===== src/source/rename_params.svh =====
// Register counts and checkpoint depth of the rename stage, included by packages, RTL and testbench
`ifndef RENAME_PARAMS_SVH
`define RENAME_PARAMS_SVH

// Architectural integer registers, x0 included
`define RENAME_NUM_ARCH_REGS 32

// Physical register file size
// Everything above the architectural count starts on the free list
`define RENAME_NUM_PHYS_REGS 64

// Map versions kept by the rename table
// One is always the working copy, so three can be live checkpoints
`define RENAME_NUM_CHECKPOINTS 4

`endif

===== src/source/isa_pkg.sv =====
// Architectural view of an instruction as it reaches renaming, imported by the request stage
`default_nettype none

package isa_pkg;

    `include "rename_params.svh"

    // Architectural register index, 5 bits for RV32I/RV64I
    typedef logic [$clog2(`RENAME_NUM_ARCH_REGS)-1:0] arch_reg_t;

    // x0 is hardwired to zero and never gets a new mapping
    localparam arch_reg_t ZERO_REG = '0;

    // Decoded instruction handed to the rename stage
    typedef struct packed {
        logic      valid;      // Instruction present this cycle
        arch_reg_t rs1;        // First source
        arch_reg_t rs2;        // Second source
        arch_reg_t rd;         // Destination
        logic      writes_rd;  // Instruction writes a result
    } rename_req_t;

endpackage

`default_nettype wire


===== src/source/rename_pkg.sv =====
// Physical-side types of the rename stage, shared by the request stage, free list and table
`default_nettype none

package rename_pkg;

    `include "rename_params.svh"

    import isa_pkg::*;

    // Physical register index
    typedef logic [$clog2(`RENAME_NUM_PHYS_REGS)-1:0] phys_reg_t;

    // Map version label, also used as checkpoint tag
    typedef logic [$clog2(`RENAME_NUM_CHECKPOINTS)-1:0] checkpoint_t;

    // Qualified command from the request stage
    // All action bits low when stalled or recovering
    typedef struct packed {
        logic      do_rename;      // Produce a renamed instruction
        logic      alloc_dst;      // Pop a free register for rd
        logic      do_checkpoint;  // Snapshot map and free-list head first
        arch_reg_t rs1;
        arch_reg_t rs2;
        arch_reg_t rd;
    } rename_cmd_t;

    // Renamed instruction leaving the stage
    typedef struct packed {
        phys_reg_t   prs1;            // Mapping of rs1
        phys_reg_t   prs2;            // Mapping of rs2
        phys_reg_t   pdst;            // New mapping of rd, or current one if no alloc
        phys_reg_t   old_pdst;        // Mapping replaced, freed at commit
        checkpoint_t checkpoint;      // Label to recover to on mispredict
        logic        has_checkpoint;  // Label valid for this instruction
    } renamed_instr_t;

endpackage

`default_nettype wire


===== src/source/rename_top.sv =====
// Top of the register rename stage, ties request stage, free list and rename table together
`timescale 1ns/1ps
`default_nettype none

module rename_top
    import isa_pkg::*, rename_pkg::*;
(
    input  wire logic        clk_i,
    input  wire logic        rstn_i,
    input  wire rename_req_t req_i,                 // One decoded instruction per cycle
    input  wire logic        checkpoint_req_i,      // Branch checkpoint strobe
    input  wire logic        recover_i,             // Mispredict, restore recover_label_i
    input  wire checkpoint_t recover_label_i,
    input  wire logic        free_valid_i,          // Commit frees free_preg_i
    input  wire phys_reg_t   free_preg_i,
    input  wire logic        release_checkpoint_i,  // Oldest branch resolved correctly
    output renamed_instr_t   renamed_o,
    output logic             out_valid_o,
    output logic             rename_stall_o,
    output logic             out_of_checkpoints_o
);

    rename_cmd_t cmd;
    logic        free_empty;
    logic        out_of_ckpt;
    phys_reg_t   alloc_preg;
    checkpoint_t ckpt_label;   // Shared label for map and head snapshot

    rename_request u_request (
        .clk_i                (clk_i),
        .rstn_i               (rstn_i),
        .req_i                (req_i),
        .checkpoint_req_i     (checkpoint_req_i),
        .recover_i            (recover_i),
        .free_empty_i         (free_empty),
        .out_of_checkpoints_i (out_of_ckpt),
        .cmd_o                (cmd),
        .stall_o              (rename_stall_o)
    );

    free_list u_free_list (
        .clk_i              (clk_i),
        .rstn_i             (rstn_i),
        .cmd_i              (cmd),
        .checkpoint_label_i (ckpt_label),
        .recover_i          (recover_i),
        .recover_label_i    (recover_label_i),
        .free_valid_i       (free_valid_i),
        .free_preg_i        (free_preg_i),
        .alloc_preg_o       (alloc_preg),
        .empty_o            (free_empty)
    );

    rename_table u_rename_table (
        .clk_i                (clk_i),
        .rstn_i               (rstn_i),
        .cmd_i                (cmd),
        .new_dst_i            (alloc_preg),
        .recover_i            (recover_i),
        .recover_label_i      (recover_label_i),
        .release_checkpoint_i (release_checkpoint_i),
        .renamed_o            (renamed_o),
        .out_valid_o          (out_valid_o),
        .checkpoint_label_o   (ckpt_label),
        .out_of_checkpoints_o (out_of_ckpt)
    );

    assign out_of_checkpoints_o = out_of_ckpt;  // Also feeds the stall decision

endmodule

`default_nettype wire


===== src/source/rename_table.sv =====
// Versioned architectural-to-physical map with checkpoint copy, recovery and registered rename output
`timescale 1ns/1ps
`default_nettype none
`include "rename_params.svh"

module rename_table
    import rename_pkg::*;
(
    input  wire logic        clk_i,
    input  wire logic        rstn_i,
    input  wire rename_cmd_t cmd_i,
    input  wire phys_reg_t   new_dst_i,             // Free-list head for this allocation
    input  wire logic        recover_i,
    input  wire checkpoint_t recover_label_i,
    input  wire logic        release_checkpoint_i,  // Oldest checkpoint resolved
    output renamed_instr_t   renamed_o,
    output logic             out_valid_o,
    output checkpoint_t      checkpoint_label_o,    // Working version the free list snapshots under
    output logic             out_of_checkpoints_o
);

    localparam int NUM_ARCH = `RENAME_NUM_ARCH_REGS;
    localparam int NUM_CKPT = `RENAME_NUM_CHECKPOINTS;
    localparam int CNT_W    = $clog2(NUM_CKPT) + 1;  // Counts 0..NUM_CKPT-1 with headroom

    phys_reg_t   map_q [NUM_CKPT][NUM_ARCH];  // One full map per version
    checkpoint_t ver_head_q;                  // Working version
    checkpoint_t ver_tail_q;                  // Oldest live checkpoint
    checkpoint_t ver_tail_nxt;
    checkpoint_t ver_write;                   // Version taking this cycle's write
    logic [CNT_W-1:0] num_ckpt_q;             // Live checkpoints
    logic        release_en;
    phys_reg_t   src1_map;
    phys_reg_t   src2_map;
    phys_reg_t   dst_map;

    // Reads see the map before this instruction's own write
    assign src1_map = map_q[ver_head_q][cmd_i.rs1];
    assign src2_map = map_q[ver_head_q][cmd_i.rs2];
    assign dst_map  = map_q[ver_head_q][cmd_i.rd];

    // Ignore a release with nothing live
    assign release_en   = release_checkpoint_i & (num_ckpt_q != '0);
    assign ver_tail_nxt = checkpoint_t'(ver_tail_q + checkpoint_t'(release_en));

    // Checkpoint freezes the current version and moves on to the next
    assign ver_write = cmd_i.do_checkpoint ? checkpoint_t'(ver_head_q + checkpoint_t'(1))
                                           : ver_head_q;

    always_ff @(posedge clk_i or negedge rstn_i) begin
        if (!rstn_i) begin
            ver_head_q  <= '0;
            ver_tail_q  <= '0;
            num_ckpt_q  <= '0;
            out_valid_o <= 1'b0;
            // Every version starts as identity with version 0 working
            for (int v = 0; v < NUM_CKPT; v++) begin
                for (int r = 0; r < NUM_ARCH; r++) begin
                    map_q[v][r] <= phys_reg_t'(r);
                end
            end
        end else begin
            ver_tail_q  <= ver_tail_nxt;      // Release also acts during recover
            out_valid_o <= cmd_i.do_rename;  // Low after a recover cycle

            if (recover_i) begin
                // Version L becomes working again, so it no longer counts as live
                ver_head_q <= recover_label_i;
                num_ckpt_q <= CNT_W'(checkpoint_t'(recover_label_i - ver_tail_nxt));
            end else begin
                num_ckpt_q <= num_ckpt_q + CNT_W'(cmd_i.do_checkpoint) - CNT_W'(release_en);

                if (cmd_i.do_checkpoint) begin
                    for (int r = 0; r < NUM_ARCH; r++) begin
                        map_q[ver_write][r] <= map_q[ver_head_q][r];  // Copy working map
                    end
                    ver_head_q <= ver_write;
                end

                // Placed after the copy so the new mapping wins
                if (cmd_i.alloc_dst) begin
                    map_q[ver_write][cmd_i.rd] <= new_dst_i;
                end
            end
        end
    end

    // Renamed fields are qualified by out_valid_o
    always_ff @(posedge clk_i) begin
        if (cmd_i.do_rename) begin
            renamed_o.prs1           <= src1_map;
            renamed_o.prs2           <= src2_map;
            renamed_o.pdst           <= cmd_i.alloc_dst ? new_dst_i : dst_map;
            renamed_o.old_pdst       <= dst_map;
            renamed_o.checkpoint     <= ver_head_q;  // Frozen version is the recover label
            renamed_o.has_checkpoint <= cmd_i.do_checkpoint;
        end
    end

    assign checkpoint_label_o = ver_head_q;

    // One version must stay free as the working copy
    assign out_of_checkpoints_o = (num_ckpt_q == CNT_W'(NUM_CKPT - 1));

endmodule

`default_nettype wire


===== src/source/free_list.sv =====
// Circular free list of physical registers, popped at rename, pushed at commit, head restored on recover
`timescale 1ns/1ps
`default_nettype none
`include "rename_params.svh"

module free_list
    import rename_pkg::*;
(
    input  wire logic        clk_i,
    input  wire logic        rstn_i,
    input  wire rename_cmd_t cmd_i,               // Alloc and checkpoint strobes
    input  wire checkpoint_t checkpoint_label_i,  // Working version label of the table
    input  wire logic        recover_i,
    input  wire checkpoint_t recover_label_i,
    input  wire logic        free_valid_i,        // Commit returns a register
    input  wire phys_reg_t   free_preg_i,
    output phys_reg_t        alloc_preg_o,        // Register for the current allocation
    output logic             empty_o
);

    // Only the registers beyond the architectural set can ever be free
    localparam int FL_DEPTH = `RENAME_NUM_PHYS_REGS - `RENAME_NUM_ARCH_REGS;
    localparam int IDX_W    = $clog2(FL_DEPTH);
    localparam int PTR_W    = IDX_W + 1;  // Extra wrap bit, tail minus head gives 0..DEPTH

    phys_reg_t        fl_mem [FL_DEPTH];
    logic [PTR_W-1:0] head_q;
    logic [PTR_W-1:0] tail_q;
    logic [PTR_W-1:0] count_q;
    logic [PTR_W-1:0] head_snap [`RENAME_NUM_CHECKPOINTS];  // Head per checkpoint label
    logic [PTR_W-1:0] tail_nxt;
    logic [PTR_W-1:0] snap_head;
    logic             pop;
    logic             push;

    assign pop  = cmd_i.alloc_dst;  // Already blocked on empty by the request stage
    assign push = free_valid_i;

    // Commit keeps pushing during recover, so count uses the new tail
    assign tail_nxt  = tail_q + PTR_W'(push);
    assign snap_head = head_snap[recover_label_i];

    always_ff @(posedge clk_i or negedge rstn_i) begin
        if (!rstn_i) begin
            head_q  <= '0;
            tail_q  <= PTR_W'(FL_DEPTH);  // Full, wrapped once
            count_q <= PTR_W'(FL_DEPTH);
            // p32..p63 in order, p0..p31 hold the identity map
            for (int i = 0; i < FL_DEPTH; i++) begin
                fl_mem[i] <= phys_reg_t'(`RENAME_NUM_ARCH_REGS + i);
            end
        end else begin
            if (push) begin
                fl_mem[tail_q[IDX_W-1:0]] <= free_preg_i;
            end
            tail_q <= tail_nxt;

            if (recover_i) begin
                // Registers popped after the checkpoint are handed out again
                head_q  <= snap_head;
                count_q <= tail_nxt - snap_head;
            end else begin
                head_q  <= head_q + PTR_W'(pop);
                count_q <= count_q + PTR_W'(push) - PTR_W'(pop);
            end
        end
    end

    // Head as it was before the checkpointing instruction allocates
    always_ff @(posedge clk_i) begin
        if (cmd_i.do_checkpoint) begin
            head_snap[checkpoint_label_i] <= head_q;
        end
    end

    assign alloc_preg_o = fl_mem[head_q[IDX_W-1:0]];  // Head entry, popped on alloc
    assign empty_o      = (count_q == '0);

endmodule

`default_nettype wire


===== src/source/rename_request.sv =====
// Input side of renaming, turns the raw request and strobes into a command and a stall level
`timescale 1ns/1ps
`default_nettype none

module rename_request
    import isa_pkg::*, rename_pkg::*;
(
    input  wire logic        clk_i,
    input  wire logic        rstn_i,
    input  wire rename_req_t req_i,                 // Decoded instruction
    input  wire logic        checkpoint_req_i,      // Branch wants a checkpoint
    input  wire logic        recover_i,             // Mispredict recovery this cycle
    input  wire logic        free_empty_i,          // No free physical register
    input  wire logic        out_of_checkpoints_i,  // All spare versions in use
    output rename_cmd_t      cmd_o,
    output logic             stall_o
);

    logic pending_recover_q;  // Cycle right after a recovery
    logic needs_alloc;
    logic alloc_stall;
    logic ckpt_stall;
    logic pending_stall;
    logic go;

    // rd of x0 or no write means nothing to allocate
    assign needs_alloc = req_i.valid & req_i.writes_rd & (req_i.rd != ZERO_REG);

    assign alloc_stall   = needs_alloc & free_empty_i;
    assign ckpt_stall    = checkpoint_req_i & out_of_checkpoints_i;
    // Source must hold its request over the settle cycle
    assign pending_stall = pending_recover_q & (req_i.valid | checkpoint_req_i);

    // Recovery wins over everything, stall stays low then
    assign stall_o = ~recover_i & (alloc_stall | ckpt_stall | pending_stall);

    assign go = ~recover_i & ~pending_recover_q & ~alloc_stall & ~ckpt_stall;

    always_comb begin
        cmd_o               = '0;
        cmd_o.rs1           = req_i.rs1;  // Indices pass through, actions are gated
        cmd_o.rs2           = req_i.rs2;
        cmd_o.rd            = req_i.rd;
        cmd_o.do_rename     = req_i.valid & go;
        cmd_o.alloc_dst     = needs_alloc & go;
        cmd_o.do_checkpoint = checkpoint_req_i & req_i.valid & go;  // Only with an instruction
    end

    // Map and free-list head settle on the recovered version
    always_ff @(posedge clk_i or negedge rstn_i) begin
        if (!rstn_i) begin
            pending_recover_q <= 1'b0;
        end else begin
            pending_recover_q <= recover_i;
        end
    end

endmodule

`default_nettype wire


===== config.mk =====
export PLATFORM = sky130hd
export DESIGN_NAME = rename_top
export DESIGN_NICKNAME = d
export VERILOG_FILES = /design/src/source/isa_pkg.sv /design/src/source/rename_pkg.sv /design/src/source/rename_top.sv /design/src/source/rename_table.sv /design/src/source/free_list.sv /design/src/source/rename_request.sv
export VERILOG_INCLUDE_DIRS = /design/src /design/src/source
export SDC_FILE = /design/constraint.sdc
export NUM_CORES = 2
export LEC_CHECK = 0
export BUFFER_PORTS_ARGS = -buffer_cell sky130_fd_sc_hd__buf_2
export CORE_MARGIN = 3
export CORE_UTILIZATION = 27
export CTS_CLUSTER_SIZE = 8
export DETAILED_ROUTE_END_ITERATION = 12
export SLEW_MARGIN = 20
export SYNTH_ARGS = -nofsm -noshare
export SYNTH_HDL_FRONTEND = slang
export SYNTH_SLANG_ARGS = --single-unit
export TNS_END_PERCENT = 50

===== constraint.sdc =====
create_clock -name clk_i -period 3.9 [get_ports clk_i]
set_clock_uncertainty 0.2 [all_clocks]
set_input_delay 0.585 -clock clk_i [delete_from_list [all_inputs] [get_ports clk_i]]
set_output_delay 0.585 -clock clk_i [all_outputs]
set_load 0.03 [all_outputs]

==> results.yml <==
yosys:
  post_synth.cell_area_avg_um2: 11.1
  syn-num-nets: 5225
  synthesis.instances: 5167
  ys_ff_latch: 1038
  yosys.cell_types.count: 93
  synth-edff-count: 51
  syn-cell-area_mm2: 0.0575
  yosys-top-cells-area: "dfrtp_1, dfstp_2, mux4_2, mux2_2, a21oi_1"
  yosysTopAreaCellShare: 0.240
  synthesis.yosys.warnings: 0
  synth_top_flop_cell: "dfrtp_1"
  synth_seq_area_share: 0.465
  netlist.top_cell.by_area: "dfrtp_1"
  async_flop_share: 0.951
placement:
  finalWeightedCongestion: 1.03
  dp_hpwl_um: 178000
  placed_cells_incl_taps: 8098
  io_buffers: 60
sta:
  period_share: 0.996
  timing.max_slew.rel_slack: 0.186
  final-max-slew-violation-count: 0
  timing.final.hold_violations: 0
  max_slew.worst_pin.slew_ns: 1.19
  finalWorstPathRequiredPeriod_ns: 3.88
  final-setup-viol-count: 0
  fmax_mhz: 257
  rsz0062_at_grt: "no"
routing:
  detail_route.wl_per_cell_um: 30.3
  vias: 50894
  remaining_drc_errors: 0
  count_of_routing_violations_after_the_opening_detailed_route_iteration: 7349
  vias_per_cell: 6.06
  wirelength_um: 254000
  firstDrtPassIters: 6
  antenna_left: 0
cts:
  cts_made_buffers: 149
  clkSlewWorstSetupHoldPaths_ns: 0.05
  clockBufferDepth: 3
  clockRootBuffer: "clkbuf_16"
  cts_tree: "done"
  worstSkewPairLatency_ns: 0.80
  clock_sinks: 1038
  cts_max_level: 4
setup_path:
  cp.arrival_ns: 4.33
  crit_required_ns: 4.34
  worst-path-max-fanout: 27
  ordered_list_of_cells_on_the_worst_path: "mux4_2 > mux4_2 > mux2i_4 > inv_2 > nor3_4 > buf_4 > a21oi_1"
  worst_setup_path_startpoint: "u_free_list.head_q[0]"
  critical_path.slowest_cell: "dfrtp_4"
  end_kind: "flop"
  slowest_delay_ns: 0.74
  critical-path-top-delay-family: "multiplexers"
  worstSetupPathType: "reg2reg"
  r2r_path_start: "u_free_list.head_q[0]"
  worst-path-buf-inv: 2
  critical_path.most_common_cell: "mux4_2"
  worstSetupStartpointType: "flop"
power:
  power.ir.vdd_worst_v: 0.000503
  power_density_over_the_cells_mw_per_mm2: 769
  cell_leakage_power_nw: 26.5
  totalPowerFinal_mw: 52.6
floorplanning:
  initial_core_util: 0.273
  number_of_standard_cell_rows_in_the_floorplan: 168
  num_io_pins: 61
  chip_width_um: 468
  core_region_area_mm2: 0.211
  die-height_um: 468
  design.die.area_mm2: 0.219
layout:
  layout.nets: 5507
  area.growth.synth_to_final_pct: 18.9
  most_used_cells_in_the_layout_excluding_fill_and_tap_cells: "a21oi_1, dfrtp_1, o22ai_1, dfstp_2, nand2_1"
  layout.cells.most_common: "a21oi_1"
  ratio_of_cells_with_drive_above_1_in_the_final_layout: 0.329
  finalNonFillerCells: 8398
hold_path:
  worstHoldPathType: "in2reg"
  holdCritStartpoint: "free_valid_i"
global_routing:
  grt_first_pass_wirelength_um: 367000
  first_global_vias: 50424
  grt_usage: 0.227
  grt-ovfl-total: 0
  initial_antenna_violation_count: 21
  maximum_number_of_pins_on_one_net_before_global_route_repair: 129
run_status:
  outcome: "finished, final reports clean"
run:
  drv_cap: 0
timing repair:
action                                  4_1_cts  5_1_grt
endpoints found under the setup margin        5       12
pin swaps                                     0        0
hold buffers                                  2        0
hold endpoints to repair                     93        0
gates resized for setup                       5        2
buffers inserted                              0        3
sequential cells by signal, indices dropped and copies added (netlist names):
signal / cells
u_rename_table.ver_tail_q: 2
u_free_list.tail_q: 6
u_request.pending_recover_q: 1
u_rename_table.map_q: 768
u_rename_table.out_valid_o: 1
u_rename_table.checkpoint_label_o: 2
u_free_list.fl_mem: 192
u_free_list.head_q: 6
u_free_list.head_snap: 24
u_rename_table.num_ckpt_q: 3
u_rename_table.renamed_o: 27
u_free_list.count_q: 6
kinds of logic (layout without fill, tap and decap cells):
| logic type | after synthesis | in the layout | share of synthesized area |
|---|---|---|---|
| muxes | 927 | 927 | 0.234 |
| buffers and inverters | 429 | 836 | 0.0350 |
| adders and majority gates | 27 | 27 | 0.00626 |
| and+or+nand+nor | 1080 | 1080 | 0.0831 |
| other | 0 | 19 | 0 |
| AOI/OAI and AO/OA | 1643 | 1643 | 0.172 |
| xor gates and xnor gates | 23 | 23 | 0.00350 |
| DFF | 1038 | 1038 | 0.465 |
synthesized netlist by cell type (32+ instances only):
cell type    n
nand2_1    435
dfrtp_1    553
o21ai_1     51
inv_1       40
a21oi_1    630
nor2_1     366
nor3_1      52
nand3_1     48
a211oi_1    52
mux2_2     335
buf_4       32
a32oi_1     39
o22ai_1    479
a221oi_1    34
mux4_2     300
a31oi_1     40
buf_2      137
clkbuf_1   175
mux2i_1    289
edfxtp_1    51
dfstp_2    434
o21ai_0    142
layer usage:
layer | track usage | vias to the layer above | part of all wire
met2 | 0.334 | 3599 | 0.43
met1 | 0.299 | 26009 | 0.39
li1 | - | 20473 | -
met4 | 0.125 | 12 | 0.064
met5 | 0 | - | 0.00035
met3 | 0.0667 | 801 | 0.12
worst register-to-register path: stages (launching register included):
cell	delay, ns
dfrtp_4	0.74
mux4_2	0.62
mux4_2	0.53
mux2i_4	0.30
inv_2	0.34
nor3_4	0.28
buf_4	0.54
a21oi_1	0.19
power breakdown:
group / leakage, nW / switching, mW / internal (mW)
clock network: 2.09 / 5.26 / 7.30
registers: 12.0 / 2.80 / 16.6
logic: 12.4 / 12.3 / 8.34
total: 26.5 / 20.4 / 32.2
cell type report:
type	instances	area, µm²
multi-input cells	3700	28900
well taps	2805	3510
inverters	43	164
repair buffers	517	4540
flip-flops and latches	1038	26800
clock buffers	262	4200
diodes	19	47.5
fillers	21109	142000
clock inverters	14	234
worst paths after layout:
check / end / slack (ns) / depth (start not counted)
max in group asynchronous: u_rename_table.map_q[222] / 2.17 / 4
max: u_rename_table.map_q[470] / 0.02 / 7
min: u_free_list.tail_q[0] / 0.07 / 2
min in group asynchronous: u_free_list.fl_mem[130] / 0.12 / 2
max reg2reg: u_rename_table.map_q[470] / 0.02 / 7
min reg2reg: u_rename_table.ver_tail_q[1] / 0.27 / 1
through the flow:
step                      TNS (ns)   util  cell area [µm²]  worst slack, ns  hold slack (ns)
after floorplan                  0      -            57500          0.00898           0.0894
after global placement      -0.612  0.303            63900           -0.196            0.254
after detailed placement    -0.612  0.303            63900           -0.197            0.263
after CTS                        0  0.324            68300           0.0470           0.0246
after global routing             0  0.324            68400           0.0173           0.0716
final                            0  0.324            68400           0.0156           0.0732
Power figures use the tool's default switching activity.
